==> config.mk <==
export PLATFORM = sky130hd
export DESIGN_NAME = conn_manager_top
export DESIGN_NICKNAME = d
export VERILOG_FILES = /design/src/hdl/conn_mgr_pkg.sv /design/src/hdl/conn_table.sv /design/src/hdl/conn_cmd_decode.sv /design/src/hdl/conn_ctl_execute.sv /design/src/hdl/conn_status_result.sv /design/src/hdl/rpc_lookup_path.sv /design/src/hdl/conn_manager_top.sv
export VERILOG_INCLUDE_DIRS = /design/src /design/src/hdl
export SDC_FILE = /design/constraint.sdc
export NUM_CORES = 1
export LEC_CHECK = 0
export BUFFER_PORTS_ARGS = -buffer_cell sky130_fd_sc_hd__buf_2
export CORE_MARGIN = 1.5
export CORE_UTILIZATION = 55
export CTS_CLUSTER_SIZE = 28
export DETAILED_ROUTE_END_ITERATION = 6
export GPL_TIMING_DRIVEN = 0
export HOLD_SLACK_MARGIN = 0.05
export PLACE_DENSITY = 0.8
export SETUP_SLACK_MARGIN = 0.5
export SKIP_LAST_GASP = 1
export SLEW_MARGIN = 20
export SYNTH_ARGS = -nofsm -noshare
export SYNTH_HDL_FRONTEND = slang
export SYNTH_HIERARCHICAL = 1
export SYNTH_SLANG_ARGS = --single-unit
==> constraint.sdc <==
create_clock -name clk -period 5.5 [get_ports clk]
set_clock_uncertainty 0.15 [all_clocks]
set_input_delay 1.375 -clock clk [delete_from_list [all_inputs] [get_ports clk]]
set_output_delay 1.375 -clock clk [all_outputs]
set_load 0.02 [all_outputs]
==> src/hdl/conn_mgr_params.svh <==
// Connection manager parameters
// Table depth and field widths shared by the RTL and the testbench

`ifndef CONN_MGR_PARAMS_SVH
`define CONN_MGR_PARAMS_SVH

// Table address bits, 2**CM_ADDR_WIDTH entries
`define CM_ADDR_WIDTH     4

// Connection id as seen on every port
`define CM_CONN_ID_WIDTH  32

// Destination address fields
`define CM_IP_WIDTH       32
`define CM_PORT_WIDTH     16

// RPC payload, carried through untouched
`define CM_PAYLOAD_WIDTH  64

`endif

==> src/hdl/conn_mgr_pkg.sv <==
// Connection manager package
// Encodings for connection status, command opcode and the result code
// returned for each open/close command

`include "conn_mgr_params.svh"

package conn_mgr_pkg;

    // Status bit stored in every table entry, closed after the sweep
    typedef enum logic {
        CONN_CLOSED = 1'b0,
        CONN_OPEN   = 1'b1
    } conn_status_e;

    typedef enum logic {
        OP_CLOSE = 1'b0,
        OP_OPEN  = 1'b1
    } cm_op_e;

    // Result code reported on the status channel
    typedef enum logic [1:0] {
        ERR_OK           = 2'd0,
        ERR_ID_WRONG     = 2'd1,
        ERR_ALREADY_OPEN = 2'd2,
        ERR_IS_CLOSED    = 2'd3
    } cm_err_e;

endpackage

==> src/hdl/conn_table.sv <==
// Connection table
// Register array of connection entries (status, destination IP and port).
// A pulse on initialize starts a sweep that clears one entry per cycle.
// Two read ports with registered outputs: control and RPC lookup.

`timescale 1ns/1ps
`include "conn_mgr_params.svh"

module conn_table (
    input  logic                        clk,
    input  logic                        reset,
    input  logic                        initialize,
    output logic                        initialized,
    input  logic                        wr_en,
    input  logic [`CM_ADDR_WIDTH-1:0]   wr_addr,
    input  conn_mgr_pkg::conn_status_e  wr_status,
    input  logic [`CM_IP_WIDTH-1:0]     wr_dest_ip,
    input  logic [`CM_PORT_WIDTH-1:0]   wr_dest_port,
    input  logic [`CM_ADDR_WIDTH-1:0]   ctl_rd_addr,
    output conn_mgr_pkg::conn_status_e  ctl_rd_status,
    input  logic [`CM_ADDR_WIDTH-1:0]   lk_rd_addr,
    output conn_mgr_pkg::conn_status_e  lk_rd_status,
    output logic [`CM_IP_WIDTH-1:0]     lk_rd_dest_ip,
    output logic [`CM_PORT_WIDTH-1:0]   lk_rd_dest_port
);
    import conn_mgr_pkg::*;

    conn_status_e               status_mem [2**`CM_ADDR_WIDTH];
    logic [`CM_IP_WIDTH-1:0]    ip_mem     [2**`CM_ADDR_WIDTH];
    logic [`CM_PORT_WIDTH-1:0]  port_mem   [2**`CM_ADDR_WIDTH];

    logic                       sweeping;
    logic [`CM_ADDR_WIDTH-1:0]  sweep_addr;

    logic                       mem_we;
    logic [`CM_ADDR_WIDTH-1:0]  mem_addr;
    conn_status_e               mem_status;
    logic [`CM_IP_WIDTH-1:0]    mem_ip;
    logic [`CM_PORT_WIDTH-1:0]  mem_port;

    // ======================================================================
    // Clearing sweep
    // ======================================================================
    always_ff @(posedge clk) begin
        if (reset) begin
            sweeping    <= 1'b0;
            sweep_addr  <= '0;
            initialized <= 1'b0;
        end else if (sweeping) begin
            // Address wraps back to zero after the last entry
            sweep_addr <= sweep_addr + 1'b1;
            if (&sweep_addr) begin
                sweeping    <= 1'b0;
                initialized <= 1'b1;
            end
        end else if (initialize) begin
            sweeping    <= 1'b1;
            initialized <= 1'b0;
        end
    end

    // Sweep overrides the command write port
    always_comb begin
        if (sweeping) begin
            mem_we     = 1'b1;
            mem_addr   = sweep_addr;
            mem_status = CONN_CLOSED;
            mem_ip     = '0;
            mem_port   = '0;
        end else begin
            mem_we     = wr_en;
            mem_addr   = wr_addr;
            mem_status = wr_status;
            mem_ip     = wr_dest_ip;
            mem_port   = wr_dest_port;
        end
    end

    // ======================================================================
    // Storage and read ports
    // ======================================================================
    // Reads see the entry as it was before a write on the same edge
    always_ff @(posedge clk) begin
        if (mem_we) begin
            status_mem[mem_addr] <= mem_status;
            ip_mem[mem_addr]     <= mem_ip;
            port_mem[mem_addr]   <= mem_port;
        end
        ctl_rd_status   <= status_mem[ctl_rd_addr];
        lk_rd_status    <= status_mem[lk_rd_addr];
        lk_rd_dest_ip   <= ip_mem[lk_rd_addr];
        lk_rd_dest_port <= port_mem[lk_rd_addr];
    end

    // Execute may only write once the table is cleared
    a_no_write_in_sweep: assert property (
        @(posedge clk) disable iff (reset) sweeping |-> !wr_en);

endmodule

==> src/hdl/conn_cmd_decode.sv <==
// Command decoder
// Accepts open/close commands once the table is initialized, holds one
// decoded command for the execute stage and flags out-of-range ids

`timescale 1ns/1ps
`include "conn_mgr_params.svh"

module conn_cmd_decode (
    input  logic                          clk,
    input  logic                          reset,
    input  logic                          initialized,
    input  logic                          cmd_valid,
    output logic                          cmd_ready,
    input  logic                          cmd_open,
    input  logic [`CM_CONN_ID_WIDTH-1:0]  cmd_conn_id,
    input  logic [`CM_IP_WIDTH-1:0]       cmd_dest_ip,
    input  logic [`CM_PORT_WIDTH-1:0]     cmd_dest_port,
    output logic                          op_valid,
    input  logic                          op_ready,
    output conn_mgr_pkg::cm_op_e          op_code,
    output logic [`CM_ADDR_WIDTH-1:0]     op_addr,
    output logic                          op_id_wrong,
    output logic [`CM_CONN_ID_WIDTH-1:0]  op_conn_id,
    output logic [`CM_IP_WIDTH-1:0]       op_dest_ip,
    output logic [`CM_PORT_WIDTH-1:0]     op_dest_port
);
    import conn_mgr_pkg::*;

    logic cmd_accept;

    // One command at a time, nothing before the sweep is done
    assign cmd_ready  = initialized && !op_valid;
    assign cmd_accept = cmd_valid && cmd_ready;

    always_ff @(posedge clk) begin
        if (reset) begin
            op_valid <= 1'b0;
        end else if (cmd_accept) begin
            op_valid <= 1'b1;
        end else if (op_ready) begin
            op_valid <= 1'b0;
        end
    end

    always_ff @(posedge clk) begin
        if (cmd_accept) begin
            op_code      <= cmd_open ? OP_OPEN : OP_CLOSE;
            op_addr      <= cmd_conn_id[`CM_ADDR_WIDTH-1:0];
            // Any bit above the address range makes the id invalid
            op_id_wrong  <= |cmd_conn_id[`CM_CONN_ID_WIDTH-1:`CM_ADDR_WIDTH];
            op_conn_id   <= cmd_conn_id;
            op_dest_ip   <= cmd_dest_ip;
            op_dest_port <= cmd_dest_port;
        end
    end

    a_op_hold: assert property (
        @(posedge clk) disable iff (reset)
        op_valid && !op_ready |=> op_valid && $stable({op_code, op_addr, op_id_wrong,
                                                       op_conn_id, op_dest_ip, op_dest_port}));

endmodule

==> src/hdl/conn_ctl_execute.sv <==
// Connection control execute stage
// Reads the current status of the addressed entry, decides whether the
// open or close is legal, writes the table and reports a result code

`timescale 1ns/1ps
`include "conn_mgr_params.svh"

module conn_ctl_execute (
    input  logic                          clk,
    input  logic                          reset,
    input  logic                          op_valid,
    output logic                          op_ready,
    input  conn_mgr_pkg::cm_op_e          op_code,
    input  logic [`CM_ADDR_WIDTH-1:0]     op_addr,
    input  logic                          op_id_wrong,
    input  logic [`CM_CONN_ID_WIDTH-1:0]  op_conn_id,
    input  logic [`CM_IP_WIDTH-1:0]       op_dest_ip,
    input  logic [`CM_PORT_WIDTH-1:0]     op_dest_port,
    output logic [`CM_ADDR_WIDTH-1:0]     ctl_rd_addr,
    input  conn_mgr_pkg::conn_status_e    ctl_rd_status,
    output logic                          wr_en,
    output logic [`CM_ADDR_WIDTH-1:0]     wr_addr,
    output conn_mgr_pkg::conn_status_e    wr_status,
    output logic [`CM_IP_WIDTH-1:0]       wr_dest_ip,
    output logic [`CM_PORT_WIDTH-1:0]     wr_dest_port,
    output logic                          res_valid,
    input  logic                          res_ready,
    output logic [`CM_CONN_ID_WIDTH-1:0]  res_conn_id,
    output conn_mgr_pkg::cm_err_e         res_err
);
    import conn_mgr_pkg::*;

    typedef enum logic [1:0] {ST_IDLE, ST_CHECK, ST_REPORT} exec_state_e;

    exec_state_e                state;
    cm_op_e                     code_q;
    logic [`CM_IP_WIDTH-1:0]    ip_q;
    logic [`CM_PORT_WIDTH-1:0]  port_q;
    logic                       is_open;
    logic                       legal;

    assign op_ready  = (state == ST_IDLE);
    assign res_valid = (state == ST_REPORT);

    // Table samples the address on the accept edge
    assign ctl_rd_addr = op_addr;

    // Open needs a closed entry, close needs an open one
    assign is_open = (code_q == OP_OPEN);
    assign legal   = is_open ? (ctl_rd_status == CONN_CLOSED) : (ctl_rd_status == CONN_OPEN);

    // Write on the edge that enters the report state
    assign wr_en        = (state == ST_CHECK) && legal;
    assign wr_status    = is_open ? CONN_OPEN : CONN_CLOSED;
    assign wr_dest_ip   = is_open ? ip_q : '0;
    assign wr_dest_port = is_open ? port_q : '0;

    // ======================================================================
    // Control FSM
    // ======================================================================
    always_ff @(posedge clk) begin
        if (reset) begin
            state <= ST_IDLE;
        end else begin
            case (state)
                ST_IDLE: begin
                    if (op_valid) begin
                        state <= op_id_wrong ? ST_REPORT : ST_CHECK;
                    end
                end
                ST_CHECK: state <= ST_REPORT;
                default: begin
                    if (res_ready) begin
                        state <= ST_IDLE;
                    end
                end
            endcase
        end
    end

    // Held operation and result code
    always_ff @(posedge clk) begin
        if (op_valid && op_ready) begin
            code_q      <= op_code;
            wr_addr     <= op_addr;
            res_conn_id <= op_conn_id;
            ip_q        <= op_dest_ip;
            port_q      <= op_dest_port;
            res_err     <= ERR_ID_WRONG;
        end else if (state == ST_CHECK) begin
            if (legal) begin
                res_err <= ERR_OK;
            end else begin
                res_err <= is_open ? ERR_ALREADY_OPEN : ERR_IS_CLOSED;
            end
        end
    end

    a_write_then_report: assert property (
        @(posedge clk) disable iff (reset) wr_en |=> state == ST_REPORT && res_err == ERR_OK);

endmodule

==> src/hdl/conn_status_result.sv <==
// Status result register
// Single-entry buffer between execute and the status consumer, holds
// one result until status_ready is seen

`timescale 1ns/1ps
`include "conn_mgr_params.svh"

module conn_status_result (
    input  logic                          clk,
    input  logic                          reset,
    input  logic                          res_valid,
    output logic                          res_ready,
    input  logic [`CM_CONN_ID_WIDTH-1:0]  res_conn_id,
    input  conn_mgr_pkg::cm_err_e         res_err,
    output logic                          status_valid,
    input  logic                          status_ready,
    output logic [`CM_CONN_ID_WIDTH-1:0]  status_conn_id,
    output conn_mgr_pkg::cm_err_e         status_err
);
    import conn_mgr_pkg::*;

    cm_err_e err_q;

    assign res_ready  = !status_valid;
    assign status_err = err_q;

    always_ff @(posedge clk) begin
        if (reset) begin
            status_valid <= 1'b0;
        end else if (res_valid && res_ready) begin
            status_valid <= 1'b1;
        end else if (status_ready) begin
            status_valid <= 1'b0;
        end
    end

    always_ff @(posedge clk) begin
        if (res_valid && res_ready) begin
            status_conn_id <= res_conn_id;
            err_q          <= res_err;
        end
    end

    a_status_hold: assert property (
        @(posedge clk) disable iff (reset)
        status_valid && !status_ready |=> status_valid && $stable({status_conn_id, err_q}));

endmodule

==> src/hdl/rpc_lookup_path.sv <==
// Outbound RPC lookup path
// Two-stage pipeline: stage 1 range-checks the connection id and starts
// the table lookup, stage 2 attaches the destination address and drops
// RPCs to closed connections. Any drop sets a sticky error flag

`timescale 1ns/1ps
`include "conn_mgr_params.svh"

module rpc_lookup_path (
    input  logic                          clk,
    input  logic                          reset,
    input  logic                          rpc_in_valid,
    input  logic [`CM_CONN_ID_WIDTH-1:0]  rpc_in_conn_id,
    input  logic [`CM_PAYLOAD_WIDTH-1:0]  rpc_in_payload,
    output logic [`CM_ADDR_WIDTH-1:0]     lk_rd_addr,
    input  conn_mgr_pkg::conn_status_e    lk_rd_status,
    input  logic [`CM_IP_WIDTH-1:0]       lk_rd_dest_ip,
    input  logic [`CM_PORT_WIDTH-1:0]     lk_rd_dest_port,
    output logic                          rpc_out_valid,
    output logic [`CM_CONN_ID_WIDTH-1:0]  rpc_out_conn_id,
    output logic [`CM_PAYLOAD_WIDTH-1:0]  rpc_out_payload,
    output logic [`CM_IP_WIDTH-1:0]       rpc_out_dest_ip,
    output logic [`CM_PORT_WIDTH-1:0]     rpc_out_dest_port,
    output logic                          error
);
    import conn_mgr_pkg::*;

    logic                           in_range;
    logic                           s1_valid;
    logic [`CM_CONN_ID_WIDTH-1:0]   s1_conn_id;
    logic [`CM_PAYLOAD_WIDTH-1:0]   s1_payload;
    logic                           s2_open;

    // Stage 1
    assign in_range   = ~|rpc_in_conn_id[`CM_CONN_ID_WIDTH-1:`CM_ADDR_WIDTH];
    assign lk_rd_addr = rpc_in_conn_id[`CM_ADDR_WIDTH-1:0];

    // Stage 2, lookup result lines up with the stage 1 registers
    assign s2_open = (lk_rd_status == CONN_OPEN);

    always_ff @(posedge clk) begin
        if (reset) begin
            s1_valid      <= 1'b0;
            rpc_out_valid <= 1'b0;
            error         <= 1'b0;
        end else begin
            s1_valid      <= rpc_in_valid && in_range;
            rpc_out_valid <= s1_valid && s2_open;
            if ((rpc_in_valid && !in_range) || (s1_valid && !s2_open)) begin
                error <= 1'b1;
            end
        end
    end

    always_ff @(posedge clk) begin
        s1_conn_id        <= rpc_in_conn_id;
        s1_payload        <= rpc_in_payload;
        rpc_out_conn_id   <= s1_conn_id;
        rpc_out_payload   <= s1_payload;
        rpc_out_dest_ip   <= lk_rd_dest_ip;
        rpc_out_dest_port <= lk_rd_dest_port;
    end

endmodule

==> src/hdl/conn_manager_top.sv <==
// Connection manager top level
// Connection table with command decode, execute and status result on
// the control side, and the outbound RPC lookup path

`timescale 1ns/1ps
`include "conn_mgr_params.svh"

module conn_manager_top (
    input  logic                          clk,
    input  logic                          reset,
    input  logic                          initialize,
    output logic                          initialized,
    input  logic                          cmd_valid,
    output logic                          cmd_ready,
    input  logic                          cmd_open,
    input  logic [`CM_CONN_ID_WIDTH-1:0]  cmd_conn_id,
    input  logic [`CM_IP_WIDTH-1:0]       cmd_dest_ip,
    input  logic [`CM_PORT_WIDTH-1:0]     cmd_dest_port,
    output logic                          status_valid,
    input  logic                          status_ready,
    output logic [`CM_CONN_ID_WIDTH-1:0]  status_conn_id,
    output conn_mgr_pkg::cm_err_e         status_err,
    input  logic                          rpc_in_valid,
    input  logic [`CM_CONN_ID_WIDTH-1:0]  rpc_in_conn_id,
    input  logic [`CM_PAYLOAD_WIDTH-1:0]  rpc_in_payload,
    output logic                          rpc_out_valid,
    output logic [`CM_CONN_ID_WIDTH-1:0]  rpc_out_conn_id,
    output logic [`CM_PAYLOAD_WIDTH-1:0]  rpc_out_payload,
    output logic [`CM_IP_WIDTH-1:0]       rpc_out_dest_ip,
    output logic [`CM_PORT_WIDTH-1:0]     rpc_out_dest_port,
    output logic                          error
);

    // Decode to execute
    logic                          op_valid;
    logic                          op_ready;
    conn_mgr_pkg::cm_op_e          op_code;
    logic [`CM_ADDR_WIDTH-1:0]     op_addr;
    logic                          op_id_wrong;
    logic [`CM_CONN_ID_WIDTH-1:0]  op_conn_id;
    logic [`CM_IP_WIDTH-1:0]       op_dest_ip;
    logic [`CM_PORT_WIDTH-1:0]     op_dest_port;

    // Table ports
    logic [`CM_ADDR_WIDTH-1:0]     ctl_rd_addr;
    conn_mgr_pkg::conn_status_e    ctl_rd_status;
    logic                          wr_en;
    logic [`CM_ADDR_WIDTH-1:0]     wr_addr;
    conn_mgr_pkg::conn_status_e    wr_status;
    logic [`CM_IP_WIDTH-1:0]       wr_dest_ip;
    logic [`CM_PORT_WIDTH-1:0]     wr_dest_port;
    logic [`CM_ADDR_WIDTH-1:0]     lk_rd_addr;
    conn_mgr_pkg::conn_status_e    lk_rd_status;
    logic [`CM_IP_WIDTH-1:0]       lk_rd_dest_ip;
    logic [`CM_PORT_WIDTH-1:0]     lk_rd_dest_port;

    // Execute to result
    logic                          res_valid;
    logic                          res_ready;
    logic [`CM_CONN_ID_WIDTH-1:0]  res_conn_id;
    conn_mgr_pkg::cm_err_e         res_err;

    conn_table i_table (.*);

    conn_cmd_decode i_decode (.*);

    conn_ctl_execute i_execute (.*);

    conn_status_result i_result (.*);

    rpc_lookup_path i_rpc (.*);

endmodule

==> flow_results.org <==
** Finish
- Post-layout nets :: 2,643
- Of the cells placed in the final design, the portion with a size suffix greater than 1 is 33.5%.
- Area of all placed cells without fillers :: 0.0507 sq mm
- Relative to the synthesized area, the layout overhead comes to 18.2%.
- Post-layout util :: 65.6%

** Critical path
- Worst-path cell with the longest stage delay :: sky130_fd_sc_hd__edfxtp_1
- Category of the most critical setup path :: flop to flop
- Worst reg-to-reg setup slack :: 1070 ps
- Start of the worst register-to-register path :: i_execute/code_q
- R2R Path End :: i_table/ip_mem[0][22]
- In this run the worst path has a maximum fanout of 20.
- The kind of cell with the highest combined delay along the critical path is buffers and inverters.
- Worst R2R Path Depth :: 11
- Kind of capture point of the worst setup path :: flop
- Sum of buffers and inverters on the critical path :: 6
- Endpoint required time on the critical path :: 5720 ps
- Cell-by-cell trace of the critical path :: clkbuf_1, buf_2, inv_1, ha_1, inv_1, nor2_1, nor2b_1, a22oi_1, nor2_4, buf_12, buf_12
- Startpoint class of the critical path :: flop
- Data arrival time at the worst-slack endpoint :: 4660 ps
- Largest stage delay, worst path :: 810 ps

** Floorplan
- The die is 282 um tall.
- Die outline area :: 0.0797 sq mm
- Effective utilization at floorplan :: 55.5%
- Width of the die :: 282 um
- After floorplanning, the core was sized to cover 0.0773 sq mm.
- During I/O placement, the number of pins put on the boundary was 366.
- The floorplan has 102 rows.

** Clock network
- CTS tree :: yes
- Gates resized during post-CTS repair numbered 0.
- The later pin in the worst-skew pair is clocked with a latency of 680 ps.
- Clock H-tree levels :: 3
- Clock tree synthesis selected as its root buffer the cell sky130_fd_sc_hd__clkbuf_16.
- # Post-CTS Setup Buffers :: 0
- Maximum buffer depth of the clock tree :: 3
- Clock-pin slew was measured on the worst setup and hold paths at 70 ps.
- Sink count of the clock tree :: 1,290
- Clock buffers created by TritonCTS :: 118
- Buffers inserted to repair hold after CTS numbered 0.

** Power and ir drop
- Total Power :: 0.0193 W
- The clock network is responsible for 40.8% of the overall power.
- Dividing total power by cell area gives a power density of 380 mW/mm^2.
- The analysis attributes to net switching a power of 0.00395 W.
- Share of power burned in registers :: 55.2%
- VDD IR max :: 0.000319 V
- The internal power of the cells totals 0.0153 W.
- Static leakage :: 17.7 nW
- Logic gate share of total power :: 4.0%
- Net switching fraction of the power :: 20.5%

** Global routing
- For this run, the total global-route usage over all layers was measured as 24.3%.
- The first global-routing pass estimated 139 mm of wire.
- Entering global routing, the biggest net connects 35 pins.
- Remaining Overflow, GRT :: 0
- The number of global-route vias before repair is 22,000.
- The initial antenna violation count was 5.

** Synth
- Synthesis produced a netlist with a net count of 2,121.
- Post-synth design cell area :: 0.0429 sq mm
- The synthesized design contains 985 enable-type register cells.
- Summing the sequential cell areas from Yosys gives 83.2% of the chip area.
- In the synthesized netlist, the number of instances is 1,936.
- Number of synthesized register bits :: 1,290
- After synthesis, the share of flip-flops with an asynchronous set or reset is 0%.
- Yosys printed 6 warnings.
- Synthesized area divided by synthesized cell count :: 22.2 sq um
- Counting distinct cell types in the post-synthesis netlist gives 43.
- Top flip-flop cell by instance count after synthesis :: sky130_fd_sc_hd__edfxtp_1

** Detailed routing
- Via count of the routed design :: 21,000
- After detailed routing, the number of vias per cell comes to 5.83.
- Post-detailed-routing wire length :: 95.6 mm
- First-iteration detailed-routing DRC count :: 2,131
- For this run, design rule violations remaining after detail routing come to 0.
- Summed over all nets, wire length on met2 after detailed routing comes to 49.5 mm.
- First-pass DRT Iterations :: 5
- Routed metal-1 wire length :: 33.9 mm
- In this run the remaining antenna-violating nets after routing total 0.
- Amount of wire on met3 after detailed routing :: 9.09 mm
- After detailed routing, no signal wire sits above met5.
- Dividing the detail-routed wire length by the instance count gives 26.6 um.

** Min path
- Count of cells along the worst hold path :: 0
- The startpoint identified for the worst hold timing path is i_table/lk_rd_dest_ip[28].
- The worst hold path belongs to the class flop to flop.
- Endpoint of the worst hold path :: i_rpc/rpc_out_dest_ip[28]

** Run status
- The run finished with clean final reports.

** STA
- Based on the critical path, the design can be clocked at up to 226 MHz.
- Endpoints failing hold :: 0
- Hold slack :: 166 ps
- Count of final setup violators :: 0
- Minimum period implied by the final worst setup slack :: 4430 ps
- At the pin with the least slew margin, the transition time is 1200 ps.
- Final Slew Violations :: 0
- Setup repair after global routing left no endpoint under its margin.
- Measured against its own limit, the worst slew margin works out to 19.6%.
- Final worst-path cycle share :: 80.6%

** Job
- Maximum Capacitance Violations :: 0

** Placed design
- The placed instances occupy a cell area of 0.0469 sq mm.
- The count of buffers added on input and output ports is 365.
- The wire-length estimate of the detail-placed layout is 59.4 mm.
- Gp weighted congestion :: 0.772
## synthesized netlist by cell type, types with 2 or more instances
cell type	instances	area, sq um
sky130_fd_sc_hd__clkbuf_1	43	161
sky130_fd_sc_hd__a22oi_1	100	751
sky130_fd_sc_hd__mux4_2	200	4500
sky130_fd_sc_hd__edfxtp_1	985	29600
sky130_fd_sc_hd__dfxtp_1	305	6110
sky130_fd_sc_hd__and4_1	3	26.3
sky130_fd_sc_hd__nor3_1	2	10.0
sky130_fd_sc_hd__xnor2_1	2	17.5
sky130_fd_sc_hd__mux2i_1	4	40.0
sky130_fd_sc_hd__nor2_1	29	109
sky130_fd_sc_hd__inv_1	12	45.0
sky130_fd_sc_hd__and2_1	50	313
sky130_fd_sc_hd__a32oi_1	4	35.0
sky130_fd_sc_hd__or4_4	2	22.5
sky130_fd_sc_hd__nor2b_1	58	363
sky130_fd_sc_hd__buf_6	7	78.8
sky130_fd_sc_hd__nor4_1	11	68.8
sky130_fd_sc_hd__ha_1	2	25.0
sky130_fd_sc_hd__a21oi_1	3	15.0
sky130_fd_sc_hd__nand4_1	3	18.8
sky130_fd_sc_hd__and3_1	2	12.5
sky130_fd_sc_hd__buf_2	14	70.1
sky130_fd_sc_hd__buf_4	21	158
sky130_fd_sc_hd__nand2_1	52	195
sky130_fd_sc_hd__buf_1	4	15.0
## per-layer routing
layer / vias up / global-route usage [%]
met5: - / 0
met4: 2 / 7.75
met3: 226 / 5.49
met2: 1242 / 42.7
met1: 10700 / 30.1
li1: 8793 / -
## power by group through the flow
stage,logic (W),registers [W],clock network [W]
2_1_floorplan,0.000332,0.0109,0
3_3_place_gp,0.000720,0.0108,0
3_5_place_dp,0.000756,0.0108,0
4_1_cts,0.000767,0.0106,0.00800
5_1_grt,0.000804,0.0107,0.00836
6_report,0.000762,0.0106,0.00786
## sequential cells by signal, summed over array words and instances (netlist names), 3 cells and up
register / count
i_decode/op_addr: 3
i_decode/op_conn_id: 29
i_decode/op_dest_ip: 32
i_decode/op_dest_port: 16
i_execute/ip_q: 32
i_execute/port_q: 16
i_execute/res_conn_id: 32
i_execute/wr_addr: 4
i_result/status_conn_id: 32
i_rpc/rpc_out_conn_id: 32
i_rpc/rpc_out_dest_ip: 32
i_rpc/rpc_out_dest_port: 16
i_rpc/rpc_out_payload: 64
i_rpc/s1_conn_id: 32
i_rpc/s1_payload: 64
i_table/ip_mem: 512
i_table/lk_rd_dest_ip: 32
i_table/lk_rd_dest_port: 16
i_table/port_mem: 256
i_table/status_mem: 16
i_table/sweep_addr: 4
## layout by cell type (no fill, tap or decap), drive strengths merged, types with 20 or more instances in the layout
cell / netlist / layout
a22oi: 100 / 100
and2: 50 / 50
buf: 46 / 448
clkbuf: 43 / 203
clkinv: 0 / 48
dfxtp: 305 / 305
edfxtp: 985 / 985
inv: 12 / 20
mux4: 200 / 200
nand2: 52 / 52
nor2: 29 / 29
nor2b: 58 / 58
## worst max-delay path by stage
stage,startpoint,end,cells after the start
3_5_place_dp,i_execute/code_q,i_table/ip_mem[0][19],11
3_3_place_gp,i_execute/code_q,i_table/ip_mem[11][18],9
6_report,i_execute/code_q,i_table/ip_mem[0][22],11
2_1_floorplan,i_execute/code_q,i_table/ip_mem[9][0],9
5_1_grt,i_execute/code_q,i_table/ip_mem[0][20],11
4_1_cts,i_execute/code_q,i_table/ip_mem[0][20],11
## cell type report
class | instances | area, sq um
inverter | 12 | 45.0
fill | 4976 | 26600
clock buffer | 160 | 3410
clock inverter | 59 | 363
buffer | 89 | 484
tap | 1040 | 1300
sequential | 1290 | 35700
antenna | 2 | 5.00
timing repair buffer | 402 | 2610
multi-input combinational | 545 | 6800
## kinds of logic (layout without fill, tap and decap cells)
kind of cell             Yosys count  count (layout)  synth area share (%)
multiplexers                     204             204                  10.6
flip-flops                      1290            1290                  83.2
other                              0               2                     0
XOR/XNOR                           3               3                0.0613
AO/OA/AOI/OAI                    117             117                  2.05
AND/OR/NAND/NOR                  219             219                  2.79
buffers and inverters            101             722                  1.23
adder cells (fa/ha/maj)            2               2                0.0583
## worst register-to-register path: stages (launching register included)
cell and delay (ps):
sky130_fd_sc_hd__edfxtp_1 810, sky130_fd_sc_hd__clkbuf_1 510, sky130_fd_sc_hd__buf_2 400, sky130_fd_sc_hd__inv_1 90, sky130_fd_sc_hd__ha_1 300, sky130_fd_sc_hd__inv_1 40
sky130_fd_sc_hd__nor2_1 190, sky130_fd_sc_hd__nor2b_1 220, sky130_fd_sc_hd__a22oi_1 310, sky130_fd_sc_hd__nor2_4 620, sky130_fd_sc_hd__buf_12 280, sky130_fd_sc_hd__buf_12 210
## stage by stage
stage	setup TNS (ps)	instances	worst slack [ps]
6_report	0	3599	1070
5_1_grt	0	3598	820
4_1_cts	0	3597	1060
3_5_place_dp	0	3378	1110
3_3_place_gp	-1658660	3341	-2310
2_1_floorplan	0	1936	1260
(Power assumes the default switching activity.)
